### config.mk
export PLATFORM = sky130hd
export DESIGN_NAME = fetchUnit_flat
export DESIGN_NICKNAME = d
export VERILOG_FILES = /design/src/logic/cpuPkg.sv /design/src/logic/memBusIf.sv /design/src/logic/fetchUnit.sv /design/src/flat_wrapper.sv
export SDC_FILE = /design/constraint.sdc
export NUM_CORES = 1
export LEC_CHECK = 0
export BUFFER_PORTS_ARGS = -buffer_cell sky130_fd_sc_hd__buf_2
export CORE_MARGIN = 2
export CORE_UTILIZATION = 35
export DETAILED_ROUTE_END_ITERATION = 16
export PLACE_DENSITY = 0.58
export SLEW_MARGIN = 40
export SYNTH_ARGS = -nofsm -noshare
export SYNTH_HDL_FRONTEND = slang
export SYNTH_SLANG_ARGS = --single-unit
### constraint.sdc
create_clock -name clk -period 7.5 [get_ports clk]
set_input_delay 0.375 -clock clk [delete_from_list [all_inputs] [get_ports clk]]
set_output_delay 0.375 -clock clk [all_outputs]
set_load 0.005 [all_outputs]
### src/logic/cpuPkg.sv
/*
 * Shared constants and types of the core.
 * Only the listed MIPS integer subset is decoded; anything else is a no-op.
 * HALT is the SYSCALL encoding and stops fetch for good.
 */
package cpuPkg;

    localparam int XLEN = 32;
    localparam int MEM_WORDS = 1024;
    localparam int MEM_AW = $clog2(MEM_WORDS);  // word address width
    localparam logic [XLEN-1:0] RESET_PC = '0;

    // primary opcodes
    localparam logic [5:0] OP_RTYPE = 6'h00;
    localparam logic [5:0] OP_BEQ   = 6'h04;
    localparam logic [5:0] OP_BNE   = 6'h05;
    localparam logic [5:0] OP_ADDIU = 6'h09;
    localparam logic [5:0] OP_LUI   = 6'h0f;
    localparam logic [5:0] OP_LW    = 6'h23;
    localparam logic [5:0] OP_SW    = 6'h2b;

    // function field of R-type
    localparam logic [5:0] FN_SYSCALL = 6'h0c;  // used as HALT
    localparam logic [5:0] FN_ADDU    = 6'h21;
    localparam logic [5:0] FN_SUBU    = 6'h23;
    localparam logic [5:0] FN_AND     = 6'h24;
    localparam logic [5:0] FN_OR      = 6'h25;
    localparam logic [5:0] FN_SLT     = 6'h2a;

    typedef enum logic [2:0] {
        ALU_ADD,
        ALU_SUB,
        ALU_AND,
        ALU_OR,
        ALU_SLT,
        ALU_LUI
    } aluOpT;

    typedef struct packed {
        logic            we;
        logic [4:0]      rd;
        logic [XLEN-1:0] data;
    } wbT;

    typedef struct packed {
        logic            valid;
        logic            isLoad;
        logic            isStore;
        logic [4:0]      rd;         // 0 for stores and no-ops
        logic [XLEN-1:0] result;     // ALU result or byte address
        logic [XLEN-1:0] storeData;
    } exMemT;

endpackage

### src/logic/memBusIf.sv
/*
 * One requester's link to the memory arbiter.
 * Request holds until reqValid and reqReady meet; read data follows one cycle later.
 * At most one read in flight per requester, writes get no response.
 */
interface memBusIf;
    import cpuPkg::*;

    logic              reqValid;
    logic              reqReady;
    logic [MEM_AW-1:0] addr;      // word address
    logic              we;
    logic [XLEN-1:0]   wdata;
    logic              rspValid;
    logic [XLEN-1:0]   rdata;

    modport requester (
        output reqValid, addr, we, wdata,
        input  reqReady, rspValid, rdata
    );

    modport arbiter (
        input  reqValid, addr, we, wdata,
        output reqReady, rspValid, rdata
    );

endinterface

### src/logic/fetchUnit.sv
/*
 * PC and two-entry instruction queue.
 * A redirect empties the queue and drops the response arriving in that cycle.
 * No new request goes out in reset, while redirecting or once halt_i is high.
 */
module fetchUnit (
    input  logic                    clk,
    input  logic                    rstN_i,
    memBusIf.requester              bus,
    output logic                    instrValid_o,
    input  logic                    instrReady_i,
    output logic [cpuPkg::XLEN-1:0] instr_o,
    output logic [cpuPkg::XLEN-1:0] instrPc_o,
    input  logic                    redirect_i,
    input  logic [cpuPkg::XLEN-1:0] redirectPc_i,
    input  logic                    halt_i
);
    import cpuPkg::*;

    logic [XLEN-1:0] pc;
    logic [XLEN-1:0] pendPc;        // pc of the read in flight
    logic [XLEN-1:0] qInstr [2];
    logic [XLEN-1:0] qPc [2];
    logic            qHead;
    logic [1:0]      qCount;
    logic [1:0]      occ;
    logic            tail;
    logic            push;
    logic            pop;
    logic            xfer;

    assign pop  = instrValid_o & instrReady_i;
    assign push = bus.rspValid & ~redirect_i;   // wrong-path word is dropped
    assign xfer = bus.reqValid & bus.reqReady;
    assign tail = qHead ^ qCount[0];

    // rspValid marks the only read that can be outstanding
    assign occ = qCount + 2'(bus.rspValid);

    assign bus.reqValid = rstN_i & ~halt_i & ~redirect_i & ((occ != 2'd2) | pop);
    assign bus.addr     = pc[MEM_AW+1:2];
    assign bus.we       = 1'b0;
    assign bus.wdata    = '0;

    assign instrValid_o = (qCount != 2'd0);
    assign instr_o      = qInstr[qHead];
    assign instrPc_o    = qPc[qHead];

    always_ff @(posedge clk) begin
        if (!rstN_i) begin
            pc     <= RESET_PC;
            qHead  <= 1'b0;
            qCount <= 2'd0;
        end else if (redirect_i) begin
            pc     <= redirectPc_i;
            qCount <= 2'd0;
        end else begin
            if (xfer) pc <= pc + 32'd4;
            if (pop) qHead <= ~qHead;
            qCount <= qCount + 2'(push) - 2'(pop);
        end
    end

    always_ff @(posedge clk) begin
        if (xfer) pendPc <= pc;
        if (push) begin
            qInstr[tail] <= bus.rdata;
            qPc[tail]    <= pendPc;
        end
    end

endmodule

### src/flat_wrapper.sv
// flat-port wrapper written by rule: the top's interface ports become plain ports
module fetchUnit_flat import cpuPkg::*;
  (clk, rstN_i, instrValid_o, instrReady_i, instr_o, instrPc_o, redirect_i, redirectPc_i, halt_i, bus_reqValid, bus_addr, bus_we, bus_wdata, bus_reqReady, bus_rspValid, bus_rdata);
  memBusIf bus_i ();
  input  logic clk;
  input  logic rstN_i;
  output logic instrValid_o;
  input  logic instrReady_i;
  output logic [cpuPkg::XLEN-1:0] instr_o;
  output logic [cpuPkg::XLEN-1:0] instrPc_o;
  input  logic redirect_i;
  input  logic [cpuPkg::XLEN-1:0] redirectPc_i;
  input  logic halt_i;
  output wire logic [$bits(bus_i.reqValid)-1:0] bus_reqValid;
  output wire logic [$bits(bus_i.addr)-1:0] bus_addr;
  output wire logic [$bits(bus_i.we)-1:0] bus_we;
  output wire logic [$bits(bus_i.wdata)-1:0] bus_wdata;
  input wire logic [$bits(bus_i.reqReady)-1:0] bus_reqReady;
  input wire logic [$bits(bus_i.rspValid)-1:0] bus_rspValid;
  input wire logic [$bits(bus_i.rdata)-1:0] bus_rdata;
  assign bus_reqValid = bus_i.reqValid;
  assign bus_addr = bus_i.addr;
  assign bus_we = bus_i.we;
  assign bus_wdata = bus_i.wdata;
  assign bus_i.reqReady = bus_reqReady;
  assign bus_i.rspValid = bus_rspValid;
  assign bus_i.rdata = bus_rdata;
  fetchUnit u_core (.clk(clk), .rstN_i(rstN_i), .bus(bus_i), .instrValid_o(instrValid_o), .instrReady_i(instrReady_i), .instr_o(instr_o), .instrPc_o(instrPc_o), .redirect_i(redirect_i), .redirectPc_i(redirectPc_i), .halt_i(halt_i));
endmodule
======== Yosys cells after proc, flatten, opt, wreduce, memory -nomap -nowiden ========
Memory sizes are Yosys's and may differ from the RTL's. A register that Yosys moved wholly into a read port is not among the register bits.
Index checks and enable logic that the tools add are counted.
storage, ports and cells
  output and inout port bits .............. 109
  input bits .............................. 71
  word-level logic and storage cells ...... 35
  RAM bits ................................ 128
  register bits after elaboration ......... 67
  memories ................................ 2
cells by class
  $add $sub $neg .......................... 4
  bitwise gates (word level) .............. 12
  reductions and logical operators ........ 4
  equal/unequal tests ..................... 1
  muxes and demuxes ....................... 8
memories
  name           words  bits a word  rd ports  clocked after memory_dff  wr ports  line             text
  u_core.qInstr  2      32           1         1                         1         fetchUnit.sv:22  logic [XLEN-1:0] qInstr [2];
  u_core.qPc     2      32           1         1                         1         fetchUnit.sv:23  logic [XLEN-1:0] qPc [2];
operators by type and width
  kind                   number
  $mux 32                2
  $add 32x3->32 const B  1
  $and 1x1->1            6
  $mux 1                 6
  $add 2x1->2            2
  $not 1->1              4
  $reduce_bool 2->1      2
  $ne 2x2->1 const B     1
  $reduce_and 2->1       1
  $reduce_or 2->1        1
  $sub 2x1->2            1
  $or 1x1->1             1
  $xor 1x1->1            1

======== Depth between registers and ports, before layout ========
Gate-level depths: netlist of run 1.
  depth after elaboration ................. 7
  depth in mapped cells ................... 8
  mapped depth without buffers ............ 8

======== Worst setup path after synthesis of run 1 ========
No wires, ideal clock.
  kind .................................... input to register
  start point ............................. input redirect_i
  end point ............................... memory u_core.qInstr[1][0] (enable)
  path buffers ............................ 1
  stages on the path ...................... 3
  library setup time ...................... 0.494 ns
  setup slack ............................. 3.452 ns
  data required time ...................... 7.006 ns
  arrival ................................. 3.554 ns
  cells stage by stage .................... clkbuf_1 -> nor2b_1 -> nor2b_1
on the way
  word-level cells in the longest chain between the ends .. 4
RTL lines
  what                          line                text
  start, declared               flat_wrapper.sv:11  input logic redirect_i;
  $not 1->1                     fetchUnit.sv:33     assign push = bus.rspValid & ~redirect_i;
  $and 1x1->1                   fetchUnit.sv:33
  $mux 1                        fetchUnit.sv:66     if (push) begin
  $mux 1 (not written as such)  fetchUnit.sv:67     qInstr[tail] <= bus.rdata;
  end, declared                 fetchUnit.sv:22
No other way between the ends.

======== Worst setup path in the final report of run 1 ========
  start point ............................. register u_core.qCount[0]
  end point ............................... register u_core.pc[9]
on the way
  word-level cells in the longest chain between the ends .. 6
  elaborated cells on any way between the ends .. 8
  classes of those cells .................. add/sub (1); eq/ne (1); bitwise (4); reduce/logical (2)
RTL lines
  what                                              line                              text
  start, declared                                   fetchUnit.sv:25                   logic [1:0] qCount;
  start signal, assigned                            fetchUnit.sv:60                   qCount <= qCount + 2'(push) - 2'(pop);
  $add 2x1->2 or $reduce_bool 2->1 (tied branches)  fetchUnit.sv:38, fetchUnit.sv:45
  $ne 2x2->1 or $and 1x1->1 (tied branches)         fetchUnit.sv:40, fetchUnit.sv:32
  $or 1x1->1 (*)                                    fetchUnit.sv:40                   assign bus.reqValid = rstN_i & ~halt_i & ~redirect_i & ((occ != 2'd2) | pop);
  $and 1x1->1 (*)                                   fetchUnit.sv:40
  $and 1x1->1 (*)                                   fetchUnit.sv:34                   assign xfer = bus.reqValid & bus.reqReady;
  $reduce_bool 2->1 (no line) (*)                   n/a
  end signal, assigned                              fetchUnit.sv:55                   pc <= redirectPc_i;
  end signal, assigned                              fetchUnit.sv:58                   if (xfer) pc <= pc + 32'd4;
  end, declared                                     fetchUnit.sv:20                   logic [XLEN-1:0] pc;
Every way passes the cells marked *; elsewhere a longest branch is shown, timed or not.
A chain may end at the register's enable or synchronous reset.

==> results by group, run 1 <==
Layout
  • Commonest non-fill, non-tap cell in the layout: edfxtp_1
  • Number of fill cells: 2,092
  • Commonest non-fill, non-tap cells in the layout: edfxtp_1 (160), buf_2 (146), mux2_2 (64)
  • Share of cells above drive strength 1: 0.374
  • Diode count: 0
  • Nets: 757
  • Area growth from synthesis to layout: 18.5%

Logic synthesis
  • Post-synthesis instance total: 543
  • Post-synthesis mux area share: 0.0935
  • Top_reg_cell synth: edfxtp_1
  • Top-area cell type share of the netlist area: 0.599
  • Synth cell types: 56
  • Largest family of logic cells by synthesized area: multiplexers
  • Mapped Area: 0.00803 mm^2
  • Post-synthesis sequential area ratio: 0.688
  • Post-Synth Adder-Cell Area: 0.00624
  • Avg Cell Area, Syn: 14.8 um^2
  • Ranking of synthesized cells by area: edfxtp_1 (60%), dfxtp_1 (9.0%), mux2_2 (9.0%)
  • YS warnings: 0
  • Yosys top cell by area: edfxtp_1
  • Seq cells post-synth: 196
  • Post-synth EDFFs: 160
  • Synth Area in Compound Gates: 0.0599
  • Simple-Gate Fraction of Synth Area: 0.0761
  • Post-synth ARST share: 0
  • Xor-xnor portion of the synthesized cell area: 0.0207

Timing
  • Max transition margin: 0.454
  • Achievable frequency: 264 MHz
  • RSZ-0062 raised after global routing: no
  • Worst hold margin: 0.142 ns
  • Final Hold Fails: 0
  • Setup TNS: 0 ns
  • Setup violations, final: 0
  • Final Slew Violations: 0
  • Clock skew: 0.0100 ns
  • Period minus WS final: 3.78 ns
  • Crit share post-route: 0.504
  • Worst-Margin Slew: 0.818 ns

Detailed routing
  • Routed vias/inst: 5.08
  • DRC: 0
  • Final wirelength: 17.5 mm
  • Wire per inst: 17.9 um
  • Post-DRT Antenna Nets: 0
  • Total number of vias: 4,978
  • Drt pass-1 iters: 6
  • DRT iter0 DRCs: 431

Floorplan
  • Total core area: 0.0226 mm^2
  • DIE WIDTH: 155 um
  • Initial Utilization: 0.356
  • I/O Pins: 180
  • Die Y: 155 um
  • Row cnt: 55
  • Die ar.: 0.0242 mm^2

Placement
  • GPL Wtd Cong: 0.805
  • Port Buffer Count: 146
  • Detailed placement HPWL: 11.9 mm

CTS
  • Clk_lat worst skew: 0.42 ns
  • CTS tree: yes
  • CTS sink count: 196
  • Hold buffer count at CTS: 0
  • Clock Tree Buf Depth: 2
  • Total CTS buffers: 17
  • Worst-path clk slew: 0.07 ns
  • Setup repair bufs after CTS: 0
  • CTS root buffer: clkbuf_16
  • Cts repair resizes: 0
  • Max H-tree Level: 4

Worst hold path
  • Hold Path Class: input port to flip-flop
  • Min-delay src: bus_rdata[20]

Critical path
  • CP startpoint kind: flip-flop
  • Worst Setup SP: u_core.qCount[0]$_SDFF_PP0_
  • Critical path capture point type: flip-flop
  • Crit path arrival time: 4.07 ns
  • Crit Path Category: flip-flop to flip-flop
  • Worst-path maximum fanout: 28
  • Reg-to-reg critical path startpoint: u_core.qCount[0]$_SDFF_PP0_
  • CP required: 7.79 ns

Pwr
  • Tot Pwr: 0.00230 W
  • Power per cell area: 241 mW/mm^2
  • Peak supply drop: 0.147 mV
  • Leak pwr: 3.40 nW

Job
  • MaxCap Viol Count: 0

Global routing
  • Antenna violations before repair: 0
  • GRT Resource Usage Total: 0.141
  • Vias in the first global route: 4,825
  • Grt total ovfl: 0
  • Largest net degree at the start of global routing: 65
  • First-pass GRT wire length: 26.0 mm

Run status
  • Status: complete, no violations
-- per-layer routing --
metal | vias to the layer above | part of all wire | track usage | routed length (um)
met3 | 24 | 0.064 | 0.0304 | 1120
met5 | - | 0 | 0 | 0
met4 | 0 | 0.015 | 0.0450 | 263
li1 | 2286 | - | - | -
met1 | 2432 | 0.42 | 0.177 | 7420
met2 | 236 | 0.50 | 0.245 | 8690
-- final cells by class --
| class | instances | area [um^2] | area share |
|---|---|---|---|
| clock buffers | 19 | 453 | 0.0476 |
| clock inverters | 13 | 138 | 0.0145 |
| inverters | 11 | 41.3 | 0.00434 |
| multi-input cells | 305 | 2200 | 0.231 |
| flip-flops and latches | 196 | 5530 | 0.581 |
| well taps | 285 | 357 | 0.0375 |
| repair buffers | 151 | 797 | 0.0838 |
-- power by group --
part / internal (W) / switching (W) / leakage [nW] / total (W)
combinational: 0.0000687 / 0.0000847 / 1.34 / 0.000153
sequential: 0.00121 / 0.0000277 / 1.77 / 0.00124
clock: 0.000488 / 0.000412 / 0.285 / 0.000900
total: 0.00177 / 0.000524 / 3.40 / 0.00230
-- registers in the layout, indices dropped and copies added, names as in the netlist, named ones only --
name,cells
u_core.qCount,2
u_core.qPc,64
u_core.qInstr,64
u_core.qHead,1
u_core.pendPc,32
u_core.pc,32
-- per-stage QoR --
stage	instance area, um^2	utilization	worst slack, ns	std cells
final	9510	0.421	3.72	980
after global routing	9510	0.421	3.47	980
after CTS	9510	0.421	3.77	980
after detailed placement	8920	0.395	3.69	948
after global placement	8870	0.393	3.85	946
after floorplan	8150	-	3.45	575
-- worst max-delay path, cell delays in order (launching register included) --
cell and delay [ns]:
dfxtp_1 0.44, ha_1 0.31, or4b_2 0.73, o2111a_1 0.24, nand3_2 0.31, clkinv_1 0.68
buf_4 0.50, a221oi_1 0.34, a311oi_1 0.09
-- cell families after synthesis --
logic type / Yosys count
and+or+nand+nor: 110
DFF: 196
adders and majority gates: 4
muxes: 67
buffers and inverters: 74
AOI/OAI and AO/OA: 72
other: 1
xor gates and xnor gates: 19
-- cell usage after synthesis (7+ instances only) --
library cell / count
edfxtp_1: 160
mux2_2: 64
buf_4: 43
dfxtp_1: 36
nand3_1: 24
nand2_1: 22
clkbuf_1: 19
o21ai_0: 15
nor2_1: 14
a21oi_1: 12
xor2_1: 11
a31oi_1: 10
inv_1: 8
nand4_1: 8
nor3_1: 8
xnor2_1: 8
nor4_1: 7
-- worst paths after layout --
| kind | endpoint | slack [ns] | cells after the start |
|---|---|---|---|
| hold reg to reg | u_core.qPc[1][5]$_DFFE_PP_ | 0.44 | 0 |
| setup reg to reg | u_core.pc[9]$_SDFFE_PN0P_ | 3.72 | 8 |
| setup / recovery | u_core.pc[9]$_SDFFE_PN0P_ | 3.72 | 8 |
| hold / removal | u_core.qInstr[1][20]$_DFFE_PP_ | 0.14 | 1 |
(Power assumes the default switching activity.)
==> run 2, diff against run 1 <==
Clock period 7.5 ns to 3.75 ns, I/O delays scaled along.
==> run 2 against run 1 <==
Effect of this change: global-route usage rose by 0.49 points; maximum frequency rose by 42%; flip-flop and latch count stayed put; largest cell class unchanged.
==> results by group, run 2 (synthesized netlist as in run 1, its figures left out) <==
Run status
  • Status: complete, no violations

Detailed routing
  • Drt pass-1 iters: 7
  • Met2 wire length: 8.75 mm
  • Final wirelength: 17.7 mm
  • Wire per inst: 17.4 um
  • Routed vias/inst: 4.97
  • DRC: 0
  • Total number of vias: 5,053
  • Highest metal used: met4
  • Post-DRT Antenna Nets: 0
  • Metal-1 WL: 7.66 mm
  • DRT iter0 DRCs: 400
  • Met3 wire length: 1.13 mm

CTS
  • Clock Tree Buf Depth: 2
  • Total CTS buffers: 17
  • CTS tree: yes
  • CTS sink count: 196
  • Max H-tree Level: 4
  • Clk_lat worst skew: 0.43 ns
  • Worst-path clk slew: 0.07 ns
  • CTS root buffer: clkbuf_16

Timing
  • Final Hold Fails: 0
  • Achievable frequency: 376 MHz
  • Setup violations, final: 0
  • RSZ-0062 raised after global routing: no
  • Max transition margin: 0.473
  • Setup TNS: 0 ns
  • Period minus WS final: 2.66 ns
  • Final Slew Violations: 0
  • Clock skew: 0.0123 ns
  • Crit share post-route: 0.710
  • Worst-Margin Slew: 0.791 ns

Layout
  • Number of fill cells: 2,061
  • Diode count: 0
  • Largest registers: u_core.qInstr: 64 flops, u_core.qPc: 64 flops
  • Area growth from synthesis to layout: 22.8%
  • Post-layout util: 0.437
  • Nets: 793
  • Share of cells above drive strength 1: 0.360
  • Commonest non-fill, non-tap cell in the layout: edfxtp_1
  • Commonest non-fill, non-tap cells in the layout: edfxtp_1 (160), buf_2 (146), mux2_2 (64)

Pwr
  • Int Pwr: 0.00353 W
  • Gate power share: 0.074
  • Sw Ratio: 0.231
  • Clk pwr share: 0.385
  • Leak pwr: 3.54 nW
  • Peak supply drop: 0.212 mV
  • Power per cell area: 466 mW/mm^2
  • NetSw: 0.00106 W
  • Flop pwr share: 0.542

Worst hold path
  • Hold Path Class: input port to flip-flop
  • Min-delay src: redirectPc_i[0]

Floorplan
  • Total core area: 0.0226 mm^2
  • Initial Utilization: 0.356
  • Row cnt: 55
  • Die Y: 155 um
  • I/O Pins: 180
  • DIE WIDTH: 155 um
  • Die ar.: 0.0242 mm^2

Global routing
  • Vias in the first global route: 5,176
  • Grt total ovfl: 0
  • Largest net degree at the start of global routing: 51
  • First-pass GRT wire length: 27.1 mm
  • GRT Resource Usage Total: 0.146
  • Antenna violations before repair: 0

Critical path
  • Worst Setup SP: u_core.qCount[0]$_SDFF_PP0_
  • Critical path capture point type: flip-flop
  • Crit Path Category: flip-flop to flip-flop
  • Worst-path maximum fanout: 50
  • CP required: 4.04 ns
  • CP startpoint kind: flip-flop
  • Reg-to-reg critical path startpoint: u_core.qCount[0]$_SDFF_PP0_
  • Crit path arrival time: 2.95 ns

Placement
  • Detailed placement HPWL: 11.9 mm
  • GPL Wtd Cong: 0.842
  • Port Buffer Count: 146

Job
  • MaxCap Viol Count: 0
==> run 2: changes by cell type in the layout (fill, tap and decap cells not counted), moves of 2 or more <==
cell           before  now
clkinv_4            3    1
dlygate4sd3_1       0   34
buf_4               2    4
clkbuf_8            2    0
clkinvlp_4          2    5
==> run 2: layout make-up <==
| class | instances | area, um^2 | share of cell area |
|---|---|---|---|
| timing repair buffer | 187 | 1160 | 0.117 |
| sequential | 196 | 5530 | 0.561 |
| multi-input combinational | 305 | 2200 | 0.223 |
| clock buffer | 17 | 425 | 0.0432 |
| tap | 285 | 357 | 0.0362 |
| clock inverter | 15 | 148 | 0.0150 |
| inverter | 11 | 43.8 | 0.00444 |
==> run 2: power by group through the flow <==
stage | combinational [W] | sequential, W | clock (W)
2_1_floorplan | 0.000201 | 0.00251 | 0
3_3_place_gp | 0.000299 | 0.00253 | 0
3_5_place_dp | 0.000311 | 0.00253 | 0
4_1_cts | 0.000341 | 0.00248 | 0.00182
5_1_grt | 0.000371 | 0.00249 | 0.00190
6_report | 0.000337 | 0.00248 | 0.00177
==> run 2: per-stage QoR <==
| step | hold slack [ns] | std cells | total power (W) | area [um^2] | setup slack [ns] |
|---|---|---|---|---|---|
| after CTS | 0.00146 | 1016 | 0.00464 | 9850 | 1.11 |
| final | 0.0180 | 1016 | 0.00459 | 9850 | 1.09 |
| after detailed placement | 0.380 | 950 | 0.00284 | 8930 | 1.14 |
| after floorplan | 0.286 | 575 | 0.00272 | 8150 | 0.682 |
| after global placement | 0.376 | 948 | 0.00283 | 8900 | 1.01 |
| after global routing | 0.0164 | 1016 | 0.00476 | 9850 | 0.928 |
==> run 2: final timing paths <==
path                                               endpoint  slack [ns]  cells after the start
worst min register to register  u_core.qPc[1][26]$_DFFE_PP_        0.44                      0
worst min-delay path              u_core.pc[0]$_SDFFE_PN0P_        0.02                      3
worst max register to register    u_core.pc[6]$_SDFFE_PN0P_        1.09                      7
worst max-delay path              u_core.pc[6]$_SDFFE_PN0P_        1.09                      7
==> run 2: critical path, cell delays in order (launching register included) <==
cell and delay, ns:
dfxtp_1 0.44, ha_1 0.32, or4b_2 0.72, o2111a_1 0.25, nand3_2 0.14, inv_4 0.24, a221oi_1 0.33, a311oi_1 0.09
==> run 2: timing repair <==
item / 4_1_cts / 5_1_grt
resized for setup: 0 / 0
endpoints found under the hold margin: 66 / 0
hold buffers: 34 / 0
setup buffers: 0 / 0
==> run 2: metal layers <==
layer	vias to the layer above	global-route usage
li1	2358	-
met1	2479	0.182
met2	206	0.252
met3	10	0.0387
met4	0	0.0419
met5	-	0
==> run 3, diff against run 2 <==
Settings changed: PLACE_DENSITY 0.58 to 0.6.
Clock period 3.75 ns to 2.44 ns, I/O delays scaled along.
==> run 3 against run 2 <==
Effect of this change: maximum frequency rose by 14%; largest power group unchanged; sequential power rose by 53%; critical path depth fell by 2; largest cell class unchanged.
==> results by group, run 3 (synthesized netlist as in run 1, its figures left out) <==
Run status
  • Status: complete, no violations

Detailed routing
  • DRC: 0
  • Routed vias/inst: 4.90
  • Post-DRT Antenna Nets: 0
  • Total number of vias: 5,186
  • Drt pass-1 iters: 5
  • Wire per inst: 17.2 um
  • DRT iter0 DRCs: 391
  • Final wirelength: 18.2 mm

Pwr
  • Clk pwr share: 0.379
  • Flop pwr share: 0.538
  • Leak pwr: 3.75 nW
  • Tot Pwr: 0.00708 W
  • Peak supply drop: 0.447 mV
  • Sw Ratio: 0.228
  • Power per cell area: 690 mW/mm^2
  • Int Pwr: 0.00546 W
  • NetSw: 0.00161 W
  • Gate power share: 0.083

CTS
  • Total CTS buffers: 17
  • Worst-path clk slew: 0.08 ns
  • CTS tree: yes
  • Clk_lat worst skew: 0.43 ns
  • Max H-tree Level: 4
  • CTS sink count: 196
  • Clock Tree Buf Depth: 2
  • CTS root buffer: clkbuf_16

Layout
  • Commonest non-fill, non-tap cells in the layout: edfxtp_1 (160), buf_2 (146), mux2_2 (64)
  • Largest registers: u_core.qInstr: 64 flops, u_core.qPc: 64 flops
  • Nets: 836
  • Commonest non-fill, non-tap cell in the layout: edfxtp_1
  • Diode count: 0
  • Number of fill cells: 2,088
  • Area growth from synthesis to layout: 27.8%
  • Cell area after layout: 0.0103 mm^2
  • Share of cells above drive strength 1: 0.379

Placement
  • DP Area: 0.00915 mm^2
  • GPL Wtd Cong: 0.821
  • Port Buffer Count: 146
  • Detailed placement HPWL: 12.2 mm

Worst hold path
  • Hold Path Class: input port to flip-flop

Global routing
  • Grt total ovfl: 0
  • GRT Resource Usage Total: 0.150
  • Grt met1 use: 0.182
  • Vias in the first global route: 5,174
  • First-pass GRT wire length: 27.7 mm
  • Largest net degree at the start of global routing: 65
  • Most used routing layer: met2
  • Met2 usage: 0.265
  • Antenna violations before repair: 0
  • Met3 usage: 0.0343

Critical path
  • Crit Path Category: flip-flop to flip-flop
  • CP required: 2.80 ns
  • Crit path arrival time: 2.70 ns
  • Critical path capture point type: flip-flop
  • Worst-path maximum fanout: 5
  • CP startpoint kind: flip-flop

Timing
  • Period minus WS final: 2.34 ns
  • Achievable frequency: 427 MHz
  • Setup violations, final: 0
  • Clock skew: 0.0161 ns
  • Max transition margin: 0.615
  • Crit share post-route: 0.959
  • Worst-Margin Slew: 0.578 ns
  • Final Slew Violations: 0
  • Final Hold Fails: 0
  • RSZ-0062 raised after global routing: no

Floorplan
  • Initial Utilization: 0.356
  • Total core area: 0.0226 mm^2
  • Die Y: 155 um
  • Row cnt: 55
  • DIE WIDTH: 155 um
  • Die ar.: 0.0242 mm^2
  • I/O Pins: 180

Job
  • MaxCap Viol Count: 0
==> run 3: final timing paths <==
path	cells after the start	slack, ns	start	end
min reg2reg	0	0.44	u_core.pc[1]$_SDFFE_PN0P_	u_core.pendPc[1]$_DFFE_PP_
min	3	0.02	redirectPc_i[2]	u_core.pc[2]$_SDFFE_PN0P_
max reg2reg	5	0.10	u_core.pc[12]$_SDFFE_PN0P_	u_core.pc[30]$_SDFFE_PN0P_
max	5	0.10	u_core.pc[12]$_SDFFE_PN0P_	u_core.pc[30]$_SDFFE_PN0P_
==> run 3: cell type report <==
| class | count | area (um^2) | area share |
|---|---|---|---|
| clock buffer | 17 | 425 | 0.0415 |
| clock inverter | 15 | 148 | 0.0144 |
| inverter | 11 | 42.5 | 0.00415 |
| multi-input combinational | 305 | 2220 | 0.216 |
| sequential | 196 | 5530 | 0.539 |
| tap | 285 | 357 | 0.0348 |
| timing repair buffer | 230 | 1540 | 0.150 |
==> run 3: per-stage QoR <==
step,setup TNS (ns),setup WS [ns],cells,util,hold WS [ns]
floorplan,-9.88,-0.154,575,-,0.221
global placement,0,0.0718,977,0.405,0.311
detailed placement,0,0.0286,977,0.405,0.316
CTS,0,0.0116,1059,0.453,0.00598
global route,0,0.0112,1059,0.454,0.0210
finish,0,0.100,1059,0.454,0.0219
==> run 3: critical path, stage by stage, from the launching register on <==
cell     delay, ns
dfxtp_2       0.39
nand4_4       0.12
or4_4         0.57
or4_4         0.59
or4_1         0.44
a31oi_1       0.17
==> run 3: layer usage <==
metal	vias up	wire length (um)
met5	-	0
met1	2553	7860
met3	8	1050
met2	185	9170
met4	0	154
li1	2440	-
==> run 3: power by group through the flow <==
stage / clock, W / sequential (W) / combinational (W)
after global routing: 0.00289 / 0.00382 / 0.000648
final: 0.00268 / 0.00380 / 0.000589
after detailed placement: 0 / 0.00388 / 0.000523
after floorplan: 0 / 0.00386 / 0.000311
after CTS: 0.00275 / 0.00380 / 0.000589
after global placement: 0 / 0.00387 / 0.000509
==> run 3: repair_timing <==
| item | 4_1_cts | 5_1_grt |
|---|---|---|
| endpoints found under the setup margin | 0 | 8 |
| hold endpoints to repair | 82 | 0 |
| hold buffers | 50 | 0 |
| resized for setup | 0 | 6 |
| setup buffers | 0 | 0 |
